<file path="src/include/cpu_settings.svh">
/*
 * RISC5 core settings: widths, reset vector and pc step
 */

`ifndef CPU_SETTINGS_SVH
`define CPU_SETTINGS_SVH

// --------------------------------------------------
// widths
// --------------------------------------------------
`define CPU_ADDR_W 24                // bus and pc address
`define CPU_DATA_W 32                // data and register word
`define CPU_REG_N  16                // general registers

// --------------------------------------------------
// fixed values
// --------------------------------------------------
`define CPU_RESET_PC 24'hFFE000      // first fetch address
`define CPU_LINK_REG 15              // calls link here
`define CPU_PC_INC   4               // bytes per instruction

`endif
</file>
<file path="src/verilog/cpu_ctrl_pkg.sv">
/*
 * RISC5 controller types: states and datapath selectors
 */

package cpu_ctrl_pkg;

  typedef enum logic [3:0] {
    st_reset, st_fetch, st_decode, st_exec, st_write,
    st_addr, st_load, st_load_wb, st_store,
    st_br_reg, st_br_rel
  } ctrl_state_t;

  typedef enum logic {pc_reset, pc_alu} pc_src_t;

  typedef enum logic [2:0] {
    op2_inc, op2_reg, op2_imm, op2_imm_hi, op2_off, op2_dist
  } op2_src_t;

  typedef enum logic [1:0] {a2_c, a2_a, a2_link} a2_src_t;

  typedef enum logic {wb_alu, wb_dr} wb_src_t;

endpackage

</file>
<file path="src/verilog/cpu_isa_pkg.sv">
/*
 * RISC5 instruction set types: formats, ALU functions, branch conditions
 */

package cpu_isa_pkg;

  typedef enum logic [1:0] {
    fmt_reg_reg,   // format 0
    fmt_reg_imm,   // format 1
    fmt_mem,       // format 2
    fmt_branch     // format 3
  } fmt_t;

  // op field values 10 to 15 have no entry, they are skipped
  typedef enum logic [3:0] {
    op_mov, op_lsl, op_asr, op_ror,
    op_and, op_ann, op_ior, op_xor,
    op_add, op_sub
  } alu_op_t;

  // a-field bits 2:0, bit 3 inverts
  typedef enum logic [2:0] {
    cond_mi, cond_eq, cond_cs, cond_vs,
    cond_ls, cond_lt, cond_le, cond_always
  } cond_t;

  typedef logic [3:0] reg_idx_t;

endpackage

</file>
<file path="src/verilog/cpu_core.sv">
/*
 * RISC5 core top level, controller plus datapath
 */

`timescale 1ns/10ps

`include "cpu_settings.svh"

module cpu_core
  import cpu_isa_pkg::*;
  import cpu_ctrl_pkg::*;
(
  input  logic                   clk,
  input  logic                   rst,
  output logic                   bus_stb,
  output logic                   bus_we,
  output logic [`CPU_ADDR_W-1:0] bus_addr,
  input  logic [`CPU_DATA_W-1:0] bus_din,
  output logic [`CPU_DATA_W-1:0] bus_dout,
  input  logic                   bus_ack
);

  // control lines into the datapath
  pc_src_t  pc_src;
  logic     pc_we;
  logic     addr_data;       // bus address from alu result
  logic     ir_we;
  a2_src_t  a2_src;
  wb_src_t  wb_src;
  logic     reg_we;
  logic     set_nz;
  logic     set_cv;
  logic     op1_reg;
  op2_src_t op2_src;
  alu_op_t  alu_fnc;

  // decoded fields back to the controller
  fmt_t       fmt;
  logic       ir_u;
  logic       ir_v;
  alu_op_t    op;
  logic [3:0] ctrl_code;
  logic       branch;

  cpu_ctrl u_ctrl (.*);

  cpu_datapath u_datapath (.*);

endmodule

</file>
<file path="src/verilog/cpu_ctrl.sv">
/*
 * RISC5 instruction sequencer: fetch, decode, execute, write-back
 */

`timescale 1ns/10ps

module cpu_ctrl
  import cpu_isa_pkg::*;
  import cpu_ctrl_pkg::*;
(
  input  logic       clk,
  input  logic       rst,
  input  fmt_t       fmt,
  input  logic       ir_u,
  input  logic       ir_v,
  input  alu_op_t    op,
  input  logic [3:0] ctrl_code,
  input  logic       bus_ack,
  input  logic       branch,
  output pc_src_t    pc_src,
  output logic       pc_we,
  output logic       addr_data,
  output logic       ir_we,
  output a2_src_t    a2_src,
  output wb_src_t    wb_src,
  output logic       reg_we,
  output logic       set_nz,
  output logic       set_cv,
  output logic       op1_reg,
  output op2_src_t   op2_src,
  output alu_op_t    alu_fnc,
  output logic       bus_stb,
  output logic       bus_we
);

  ctrl_state_t state, next_state;
  logic op_bad;          // mul, div and float codes
  logic imm_hi;          // format 1 mov with u

  assign op_bad = (op > op_sub);
  assign imm_hi = (op == op_mov) & ir_u;

  always_ff @(posedge clk) begin
    if (rst) begin
      state <= st_reset;
    end else begin
      state <= next_state;
    end
  end

  always_comb begin
    next_state = st_fetch;
    pc_src     = pc_reset;
    pc_we      = 1'b0;
    addr_data  = 1'b0;
    ir_we      = 1'b0;
    a2_src     = a2_c;
    wb_src     = wb_alu;
    reg_we     = 1'b0;
    set_nz     = 1'b0;
    set_cv     = 1'b0;
    op1_reg    = 1'b0;
    op2_src    = op2_inc;
    alu_fnc    = op_mov;
    bus_stb    = 1'b0;
    bus_we     = 1'b0;
    case (state)
      st_reset: begin
        pc_we = 1'b1;                              // load reset vector
      end
      st_fetch: begin
        next_state = bus_ack ? st_decode : st_fetch;
        bus_stb    = 1'b1;
        ir_we      = bus_ack;
      end
      st_decode: begin
        pc_src  = pc_alu;                          // pc + 4
        pc_we   = 1'b1;
        alu_fnc = op_add;
        case (fmt)
          fmt_reg_reg: next_state = (op_bad | imm_hi) ? st_fetch : st_exec;
          fmt_reg_imm: next_state = op_bad ? st_fetch : st_exec;
          fmt_mem:     next_state = st_addr;
          fmt_branch: begin
            if (ir_u) begin
              next_state = st_br_rel;
            end else if (ir_v || ctrl_code == 4'h0) begin
              next_state = st_br_reg;
            end else begin
              next_state = st_fetch;               // undefined ctrl code
            end
          end
        endcase
      end
      st_exec: begin
        next_state = st_write;
        op1_reg    = 1'b1;
        alu_fnc    = op;
        if (fmt == fmt_reg_reg) begin
          op2_src = op2_reg;
        end else begin
          op2_src = imm_hi ? op2_imm_hi : op2_imm;
        end
      end
      st_write: begin
        a2_src = a2_a;
        reg_we = 1'b1;
        set_nz = 1'b1;
        set_cv = (op == op_add) | (op == op_sub);
      end
      st_addr, st_load, st_store: begin
        // address is recomputed each cycle so alu out stays put
        op1_reg = 1'b1;
        op2_src = op2_off;
        alu_fnc = op_add;
        a2_src  = a2_a;
        if (state == st_addr) begin
          next_state = ir_u ? st_store : st_load;
        end else begin
          addr_data = 1'b1;
          bus_stb   = 1'b1;
          bus_we    = (state == st_store);
          if (!bus_ack) begin
            next_state = state;
          end else if (state == st_load) begin
            next_state = st_load_wb;
          end
        end
      end
      st_load_wb: begin
        a2_src = a2_a;
        wb_src = wb_dr;
        reg_we = 1'b1;
        set_nz = 1'b1;
      end
      st_br_reg, st_br_rel: begin
        pc_src = pc_alu;
        pc_we  = branch;
        a2_src = a2_link;                          // alu out still holds pc + 4
        reg_we = ir_v & branch;
        if (state == st_br_reg) begin
          op2_src = op2_reg;
        end else begin
          op2_src = op2_dist;
          alu_fnc = op_add;
        end
      end
      default: begin
        next_state = st_reset;
      end
    endcase
  end

endmodule

</file>
<file path="src/verilog/cpu_datapath.sv">
/*
 * RISC5 datapath: pc, instruction and data registers, flags,
 * operand muxes, branch condition and bus address
 */

`timescale 1ns/10ps

`include "cpu_settings.svh"

module cpu_datapath
  import cpu_isa_pkg::*;
  import cpu_ctrl_pkg::*;
(
  input  logic                   clk,
  input  logic                   rst,
  input  logic [`CPU_DATA_W-1:0] bus_din,
  input  pc_src_t                pc_src,
  input  logic                   pc_we,
  input  logic                   addr_data,
  input  logic                   ir_we,
  input  a2_src_t                a2_src,
  input  wb_src_t                wb_src,
  input  logic                   reg_we,
  input  logic                   set_nz,
  input  logic                   set_cv,
  input  logic                   op1_reg,
  input  op2_src_t               op2_src,
  input  alu_op_t                alu_fnc,
  output logic [`CPU_ADDR_W-1:0] bus_addr,
  output logic [`CPU_DATA_W-1:0] bus_dout,
  output fmt_t                   fmt,
  output logic                   ir_u,
  output logic                   ir_v,
  output alu_op_t                op,
  output logic [3:0]             ctrl_code,
  output logic                   branch
);

  logic [`CPU_ADDR_W-1:0] pc;
  logic [`CPU_DATA_W-1:0] ir;
  logic [`CPU_DATA_W-1:0] dr;                 // load data
  logic flag_n, flag_z, flag_c, flag_v;
  reg_idx_t ir_a, ir_b, ir_c, reg_a2;
  logic [15:0] ir_imm;
  logic [19:0] ir_off;
  logic [21:0] ir_dist;
  logic [`CPU_DATA_W-1:0] reg_do1, reg_do2, reg_di;
  logic [`CPU_DATA_W-1:0] alu_op1, alu_op2, alu_res, alu_out;
  logic alu_c, alu_v, use_carry, cond;

  // --------------------------------------------------
  // registers and instruction fields
  // --------------------------------------------------
  always_ff @(posedge clk) begin
    if (rst) begin
      pc <= `CPU_RESET_PC;
    end else if (pc_we) begin
      pc <= (pc_src == pc_alu) ? alu_res[`CPU_ADDR_W-1:0] : `CPU_RESET_PC;
    end
    if (ir_we) begin
      ir <= bus_din;
    end
    dr <= bus_din;                            // sampled every cycle
  end

  assign fmt       = fmt_t'(ir[31:30]);
  assign ir_u      = ir[29];
  assign ir_v      = ir[28];
  assign ir_a      = ir[27:24];
  assign ir_b      = ir[23:20];
  assign op        = alu_op_t'(ir[19:16]);
  assign ir_imm    = ir[15:0];
  assign ir_off    = ir[19:0];
  assign ir_dist   = ir[21:0];
  assign ctrl_code = ir[7:4];
  assign ir_c      = ir[3:0];

  // --------------------------------------------------
  // register file and flags
  // --------------------------------------------------
  always_comb begin
    case (a2_src)
      a2_a:    reg_a2 = ir_a;                 // dst, store source
      a2_link: reg_a2 = reg_idx_t'(`CPU_LINK_REG);
      default: reg_a2 = ir_c;
    endcase
  end
  assign reg_di = (wb_src == wb_dr) ? dr : alu_out;

  cpu_regfile u_regfile (
    .clk   (clk),
    .rd_a1 (ir_b),
    .rd_a2 (reg_a2),
    .do1   (reg_do1),
    .do2   (reg_do2),
    .we    (reg_we),
    .di    (reg_di)
  );

  always_ff @(posedge clk) begin
    if (rst) begin
      flag_n <= 1'b0;
      flag_z <= 1'b0;
      flag_c <= 1'b0;
      flag_v <= 1'b0;
    end else begin
      if (set_nz) begin
        flag_n <= reg_di[`CPU_DATA_W-1];
        flag_z <= ~|reg_di;
      end
      if (set_cv) begin
        flag_c <= alu_c;
        flag_v <= alu_v;
      end
    end
  end

  // --------------------------------------------------
  // alu operands
  // --------------------------------------------------
  assign alu_op1 = op1_reg ? reg_do1 : {{(`CPU_DATA_W-`CPU_ADDR_W){1'b0}}, pc};

  always_comb begin
    case (op2_src)
      op2_reg:    alu_op2 = reg_do2;
      op2_imm:    alu_op2 = {{(`CPU_DATA_W-16){ir_v}}, ir_imm};
      op2_imm_hi: alu_op2 = {ir_imm, 16'h0000};
      op2_off:    alu_op2 = {{(`CPU_DATA_W-20){ir_off[19]}}, ir_off};
      op2_dist:   alu_op2 = {{(`CPU_DATA_W-24){ir_dist[21]}}, ir_dist, 2'b00};
      default:    alu_op2 = `CPU_PC_INC;      // next instruction
    endcase
  end

  // carry-in only for arithmetic formats with u set
  assign use_carry = ir_u & op1_reg & ((fmt == fmt_reg_reg) | (fmt == fmt_reg_imm));

  cpu_alu u_alu (
    .clk       (clk),
    .op1       (alu_op1),
    .op2       (alu_op2),
    .cin       (flag_c),
    .use_carry (use_carry),
    .fnc       (alu_fnc),
    .res       (alu_res),
    .out       (alu_out),
    .out_c     (alu_c),
    .out_v     (alu_v)
  );

  // --------------------------------------------------
  // branch condition and bus
  // --------------------------------------------------
  always_comb begin
    case (cond_t'(ir_a[2:0]))
      cond_mi:     cond = flag_n;
      cond_eq:     cond = flag_z;
      cond_cs:     cond = flag_c;
      cond_vs:     cond = flag_v;
      cond_ls:     cond = flag_c | flag_z;
      cond_lt:     cond = flag_n ^ flag_v;
      cond_le:     cond = (flag_n ^ flag_v) | flag_z;
      cond_always: cond = 1'b1;
    endcase
  end
  assign branch = ir_a[3] ^ cond;

  assign bus_addr = addr_data ? alu_out[`CPU_ADDR_W-1:0] : pc;
  assign bus_dout = reg_do2;                  // store data from r[a]

endmodule

</file>
<file path="src/verilog/cpu_alu.sv">
/*
 * RISC5 ALU: shifts, logic and add/sub with a registered result copy
 */

`timescale 1ns/10ps

`include "cpu_settings.svh"

module cpu_alu
  import cpu_isa_pkg::*;
(
  input  logic                   clk,
  input  logic [`CPU_DATA_W-1:0] op1,
  input  logic [`CPU_DATA_W-1:0] op2,
  input  logic                   cin,
  input  logic                   use_carry,
  input  alu_op_t                fnc,
  output logic [`CPU_DATA_W-1:0] res,     // same cycle, pc and address
  output logic [`CPU_DATA_W-1:0] out,     // one cycle later
  output logic                   out_c,
  output logic                   out_v
);

  logic [4:0] shamt;
  logic [`CPU_DATA_W-1:0] op3;
  logic [2*`CPU_DATA_W-1:0] ror_wide;
  logic x, y, z, res_c, res_v;

  assign shamt    = op2[4:0];
  assign op3      = {{(`CPU_DATA_W-1){1'b0}}, use_carry & cin};
  assign ror_wide = {op1, op1} >> shamt;

  always_comb begin
    case (fnc)
      op_mov:  res = op2;
      op_lsl:  res = op1 << shamt;
      op_asr:  res = $signed(op1) >>> shamt;
      op_ror:  res = ror_wide[`CPU_DATA_W-1:0];
      op_and:  res = op1 & op2;
      op_ann:  res = op1 & ~op2;
      op_ior:  res = op1 | op2;
      op_xor:  res = op1 ^ op2;
      op_add:  res = op1 + op2 + op3;
      op_sub:  res = op1 - op2 - op3;
      default: res = '0;
    endcase
  end

  // carry and overflow from the sign bits
  assign x = op1[`CPU_DATA_W-1];
  assign y = op2[`CPU_DATA_W-1];
  assign z = res[`CPU_DATA_W-1];

  always_comb begin
    res_c = 1'b0;
    res_v = 1'b0;
    if (fnc == op_add) begin
      res_c = (x & y) | (x & ~z) | (y & ~z);
      res_v = (~x & ~y & z) | (x & y & ~z);
    end else if (fnc == op_sub) begin
      res_c = (~x & y) | (~x & z) | (y & z);   // borrow
      res_v = (~x & y & z) | (x & ~y & ~z);
    end
  end

  always_ff @(posedge clk) begin
    out   <= res;
    out_c <= res_c;
    out_v <= res_v;
  end

endmodule

</file>
<file path="src/verilog/cpu_regfile.sv">
/*
 * 16 x 32 register file, two registered reads, write through port 2
 */

`timescale 1ns/10ps

`include "cpu_settings.svh"

module cpu_regfile
  import cpu_isa_pkg::*;
(
  input  logic                   clk,
  input  reg_idx_t               rd_a1,
  input  reg_idx_t               rd_a2,    // also the write address
  output logic [`CPU_DATA_W-1:0] do1,
  output logic [`CPU_DATA_W-1:0] do2,
  input  logic                   we,
  input  logic [`CPU_DATA_W-1:0] di
);

  logic [`CPU_DATA_W-1:0] regs [0:`CPU_REG_N-1];

  always_ff @(posedge clk) begin
    do1 <= regs[rd_a1];
    do2 <= regs[rd_a2];
    if (we) begin
      regs[rd_a2] <= di;
    end
  end

endmodule

</file>
<file path="config.mk">
export PLATFORM = sky130hd
export DESIGN_NAME = cpu_core
export DESIGN_NICKNAME = d
export VERILOG_FILES = /design/src/verilog/cpu_ctrl_pkg.sv /design/src/verilog/cpu_isa_pkg.sv /design/src/verilog/cpu_core.sv /design/src/verilog/cpu_ctrl.sv /design/src/verilog/cpu_datapath.sv /design/src/verilog/cpu_alu.sv /design/src/verilog/cpu_regfile.sv
export VERILOG_INCLUDE_DIRS = /design/src /design/src/include
export SDC_FILE = /design/constraint.sdc
export NUM_CORES = 1
export LEC_CHECK = 0
export ABC_AREA = 1
export BUFFER_PORTS_ARGS = -buffer_cell sky130_fd_sc_hd__buf_2
export CORE_MARGIN = 2
export CORE_UTILIZATION = 55
export CTS_CLUSTER_DIAMETER = 80
export DETAILED_ROUTE_END_ITERATION = 6
export HOLD_SLACK_MARGIN = 0.06
export PLACE_DENSITY_LB_ADDON = 0.1
export SLEW_MARGIN = 10
export SYNTH_ARGS = -nofsm -noshare
export SYNTH_HDL_FRONTEND = slang
export SYNTH_SLANG_ARGS = --single-unit
export TNS_END_PERCENT = 100
</file>
<file path="constraint.sdc">
create_clock -name clk -period 4.8 [get_ports clk]
set_input_delay 0.72 -clock clk [delete_from_list [all_inputs] [get_ports clk]]
set_output_delay 0.72 -clock clk [all_outputs]
set_load 0.05 [all_outputs]
</file>
==> results.cfg <==
[min_path]
hp-class = primary input to flop

[clocking]
clock-root-buffer = clkbuf_16
cts_max_path_buffers = 3
clock_sinks = 706
cts_tree = built
insertion_delay_ns = 0.63
path_clk_slew_ns = 0.07
cts_buffers = 74
htree_levels = 3
cts_hold_buf = 0

[synth]
synth.avg_cell_area_um2 = 8.40
synth-edff-count = 544
synth_seq_cells = 706
async_flop_share_pct = 0
synth_nets = 4966
netlist_area_um2 = 40300
ys_warn_count = 0
yosysSeqAreaShare_pct = 48.5
synthTopCellsByArea = edfxtp_1, dfxtp_1, nand2_1, o21ai_0, nand3_1
yosys.area.top_type_share_pct = 40.5
yosysTopAreaCell = edfxtp_1
synth_cells = 4801
yosys_most_used_dff = edfxtp_1
ys_types = 61

[critical_path]
slowest_stage = dfxtp_4
cp_max_fo = 10
critPathCaptureType = flop
r2r_slack_ns = 0.08
cp_slowest_stage_delay_ns = 0.36
cp.required_ns = 5.31
critPathLaunchType = flop
arrival_ns = 5.23
critical_path_class = flop to flop
cp_common_cell = buf_4

[sta]
skew_ns = 0.0290
report.final.slew_viol_count = 0
fin_tns_setup_ns = 0
hold_ws_ns = 0.198
slew_headroom_pct = 21.2
max_freq_ghz = 0.212
worst_pin_slew_ns = 1.18
rsz0062_at_grt = true
setup_viol = 0
hold_viol = 0
layout_min_cycle_time_ns = 4.72
min_period_over_period_pct = 98.3

[grt]
overflow = 0
grt_pass1_vias = 36788
antenna_found_initial = 13
grt_max_degree = 129
grt_pass1_wl_mm = 246
track_usage_pct = 44.9

[pwr]
peakVddDrop_uv = 552
powerDensity_nw_per_um2 = 375
leakagePower_nw = 18.9

[die]
dieArea_um2 = 75500
core_area_um2 = 72800
die_h_um = 275
io_pins = 93
rows = 99
fp.dieW_um = 275
initial_utilization_pct = 55.4

[detailed_routing]
dr.pass1.iters = 7
via_per_inst = 6.61
ant_nets = 0
wl_per_cell_um = 28.8
drtIter0Drc = 6596
vias = 40028
route.detailed.drc = 39
routed_wl_mm = 174

[layout]
final.fill_count = 6155
num-nets-final = 5194
regArea_um2 = 19600
drive_above_1_share_pct = 14.6
syn2layout_area_growth_pct = 15.9
multiInputGateArea_um2 = 18800

[run]
drv_cap = 0

[place]
gp_congestion = 1.09
hpwl_mm = 122
port_buffers = 92

[run_status]
violations = design-rule violations
status = finished with violations
## layer usage
| layer | GRT usage, % | up-vias | share of wire [%] |
|---|---|---|---|
| met5 | 0 | - | 0.037 |
| met4 | 33.2 | 10 | 8.8 |
| met3 | 9.03 | 707 | 11 |
| met2 | 70.5 | 3016 | 45 |
| met1 | 55.2 | 18742 | 35 |
| li1 | - | 17553 | - |
## registers in the layout, summed over array words and instances (netlist names), 4 cells and up
name	flops
u_datapath.u_regfile.regs	512
u_datapath.dr	32
u_datapath.ir	32
u_datapath.u_alu.out	32
u_datapath.u_regfile.do1	32
u_datapath.u_regfile.do2	32
u_datapath.pc	24
u_ctrl.state	4
## power by group
part / total (mW) / internal [mW] / leakage [nW] / switching [mW]
clock network: 6.13 / 3.59 / 1.28 / 2.54
logic: 4.29 / 1.25 / 11.2 / 3.04
registers: 7.14 / 6.86 / 6.37 / 0.272
total: 17.6 / 11.7 / 18.9 / 5.86
## final cells by class
type,instances,share of cell area [%]
diodes,4,0.0214
flip-flops and latches,706,41.9
inverters,338,2.74
repair buffers,441,7.02
clock buffers,88,4.31
multi-input cells,3468,40.2
well taps,959,2.56
clock inverters,49,1.26
## synthesized netlist by cell type (8+ instances only)
cell and number:
nand2_1 860, edfxtp_1 544, nor2_1 524, o21ai_0 511, nand3_1 408, inv_1 321
a21oi_1 317, a22oi_1 263, clkbuf_1 211, dfxtp_1 162, ha_1 126, o22ai_1 105
o221ai_1 55, buf_2 46, nand4_1 40, or4_1 32, nor3_1 29, o21ai_1 29
o211ai_1 22, o21ai_2 16, buf_4 15, nor4_1 13, or2_2 12, buf_1 10
a21o_1 9, inv_2 9, a31oi_1 8, clkinv_1 8
## placed cells by master (no fill, tap or decap), drive strengths merged, types with 7 or more instances in the layout
| cell | Yosys | routed |
|---|---|---|
| ha | 126 | 126 |
| o21bai | 7 | 7 |
| inv | 330 | 342 |
| nand3b | 7 | 7 |
| o221ai | 55 | 55 |
| nand2 | 867 | 868 |
| buf | 78 | 441 |
| clkinv | 8 | 31 |
| a21oi | 318 | 318 |
| or4 | 32 | 32 |
| clkbuf | 212 | 88 |
| nor3 | 32 | 32 |
| o22ai | 106 | 106 |
| edfxtp | 544 | 544 |
| nor2 | 531 | 531 |
| or2 | 13 | 13 |
| nand3 | 412 | 412 |
| nor4 | 13 | 13 |
| dfxtp | 162 | 162 |
| a22oi | 263 | 263 |
| o21ai | 556 | 556 |
| a31oi | 8 | 8 |
| nand4 | 41 | 41 |
| o211ai | 22 | 22 |
| bufinv | 0 | 10 |
| a21o | 9 | 9 |
## through the flow
stage / util, % / cells / setup WS (ns) / area (µm²) / power, mW
2_1_floorplan: - / 4801 / 0.176 / 40300 / 9.46
3_3_place_gp: 59.9 / 5898 / -0.238 / 43700 / 11.3
3_5_place_dp: 59.9 / 5898 / -0.409 / 43700 / 11.3
4_1_cts: 63.6 / 6036 / 0.0182 / 46300 / 17.3
5_1_grt: 64.2 / 6051 / -0.0566 / 46800 / 18.0
6_report: 64.2 / 6053 / 0.0796 / 46800 / 17.6
## worst max-delay path: cells and delay by family (launching register included)
family	cells	cell delay [ns]
XOR/XNOR	1	0.16
flip-flops	1	0.36
adder cells (fa/ha/maj)	1	0.25
buffers and inverters	9	1.29
AO/OA/AOI/OAI	7	1.28
AND/OR/NAND/NOR	9	1.25
## timing repair
action,4_1_cts,5_1_grt
pin swaps,1,15
resized for setup,7,103
setup buffers,1,12
gates cloned,0,1
endpoints found under the setup margin,15,37
## path summary, 6_finish.rpt
check,from,endpoint,cells past startpoint
worst max-delay path,u_ctrl.state[0],u_datapath.u_alu.out[25],27
worst min-delay path,bus_din[4],u_datapath.dr[4],1
worst max register to register,u_ctrl.state[0],u_datapath.u_alu.out[25],27
worst min register to register,u_datapath.u_alu.out_c,u_datapath.flag_c,2
## cell families after synthesis
family	synth area share, %
compound gates	20.1
fa+ha+maj	4.11
buf+inv	6.26
mux	0.124
xor+xnor	0.260
flops	48.5
simple gates	20.7
Power figures use the tool's default switching activity.
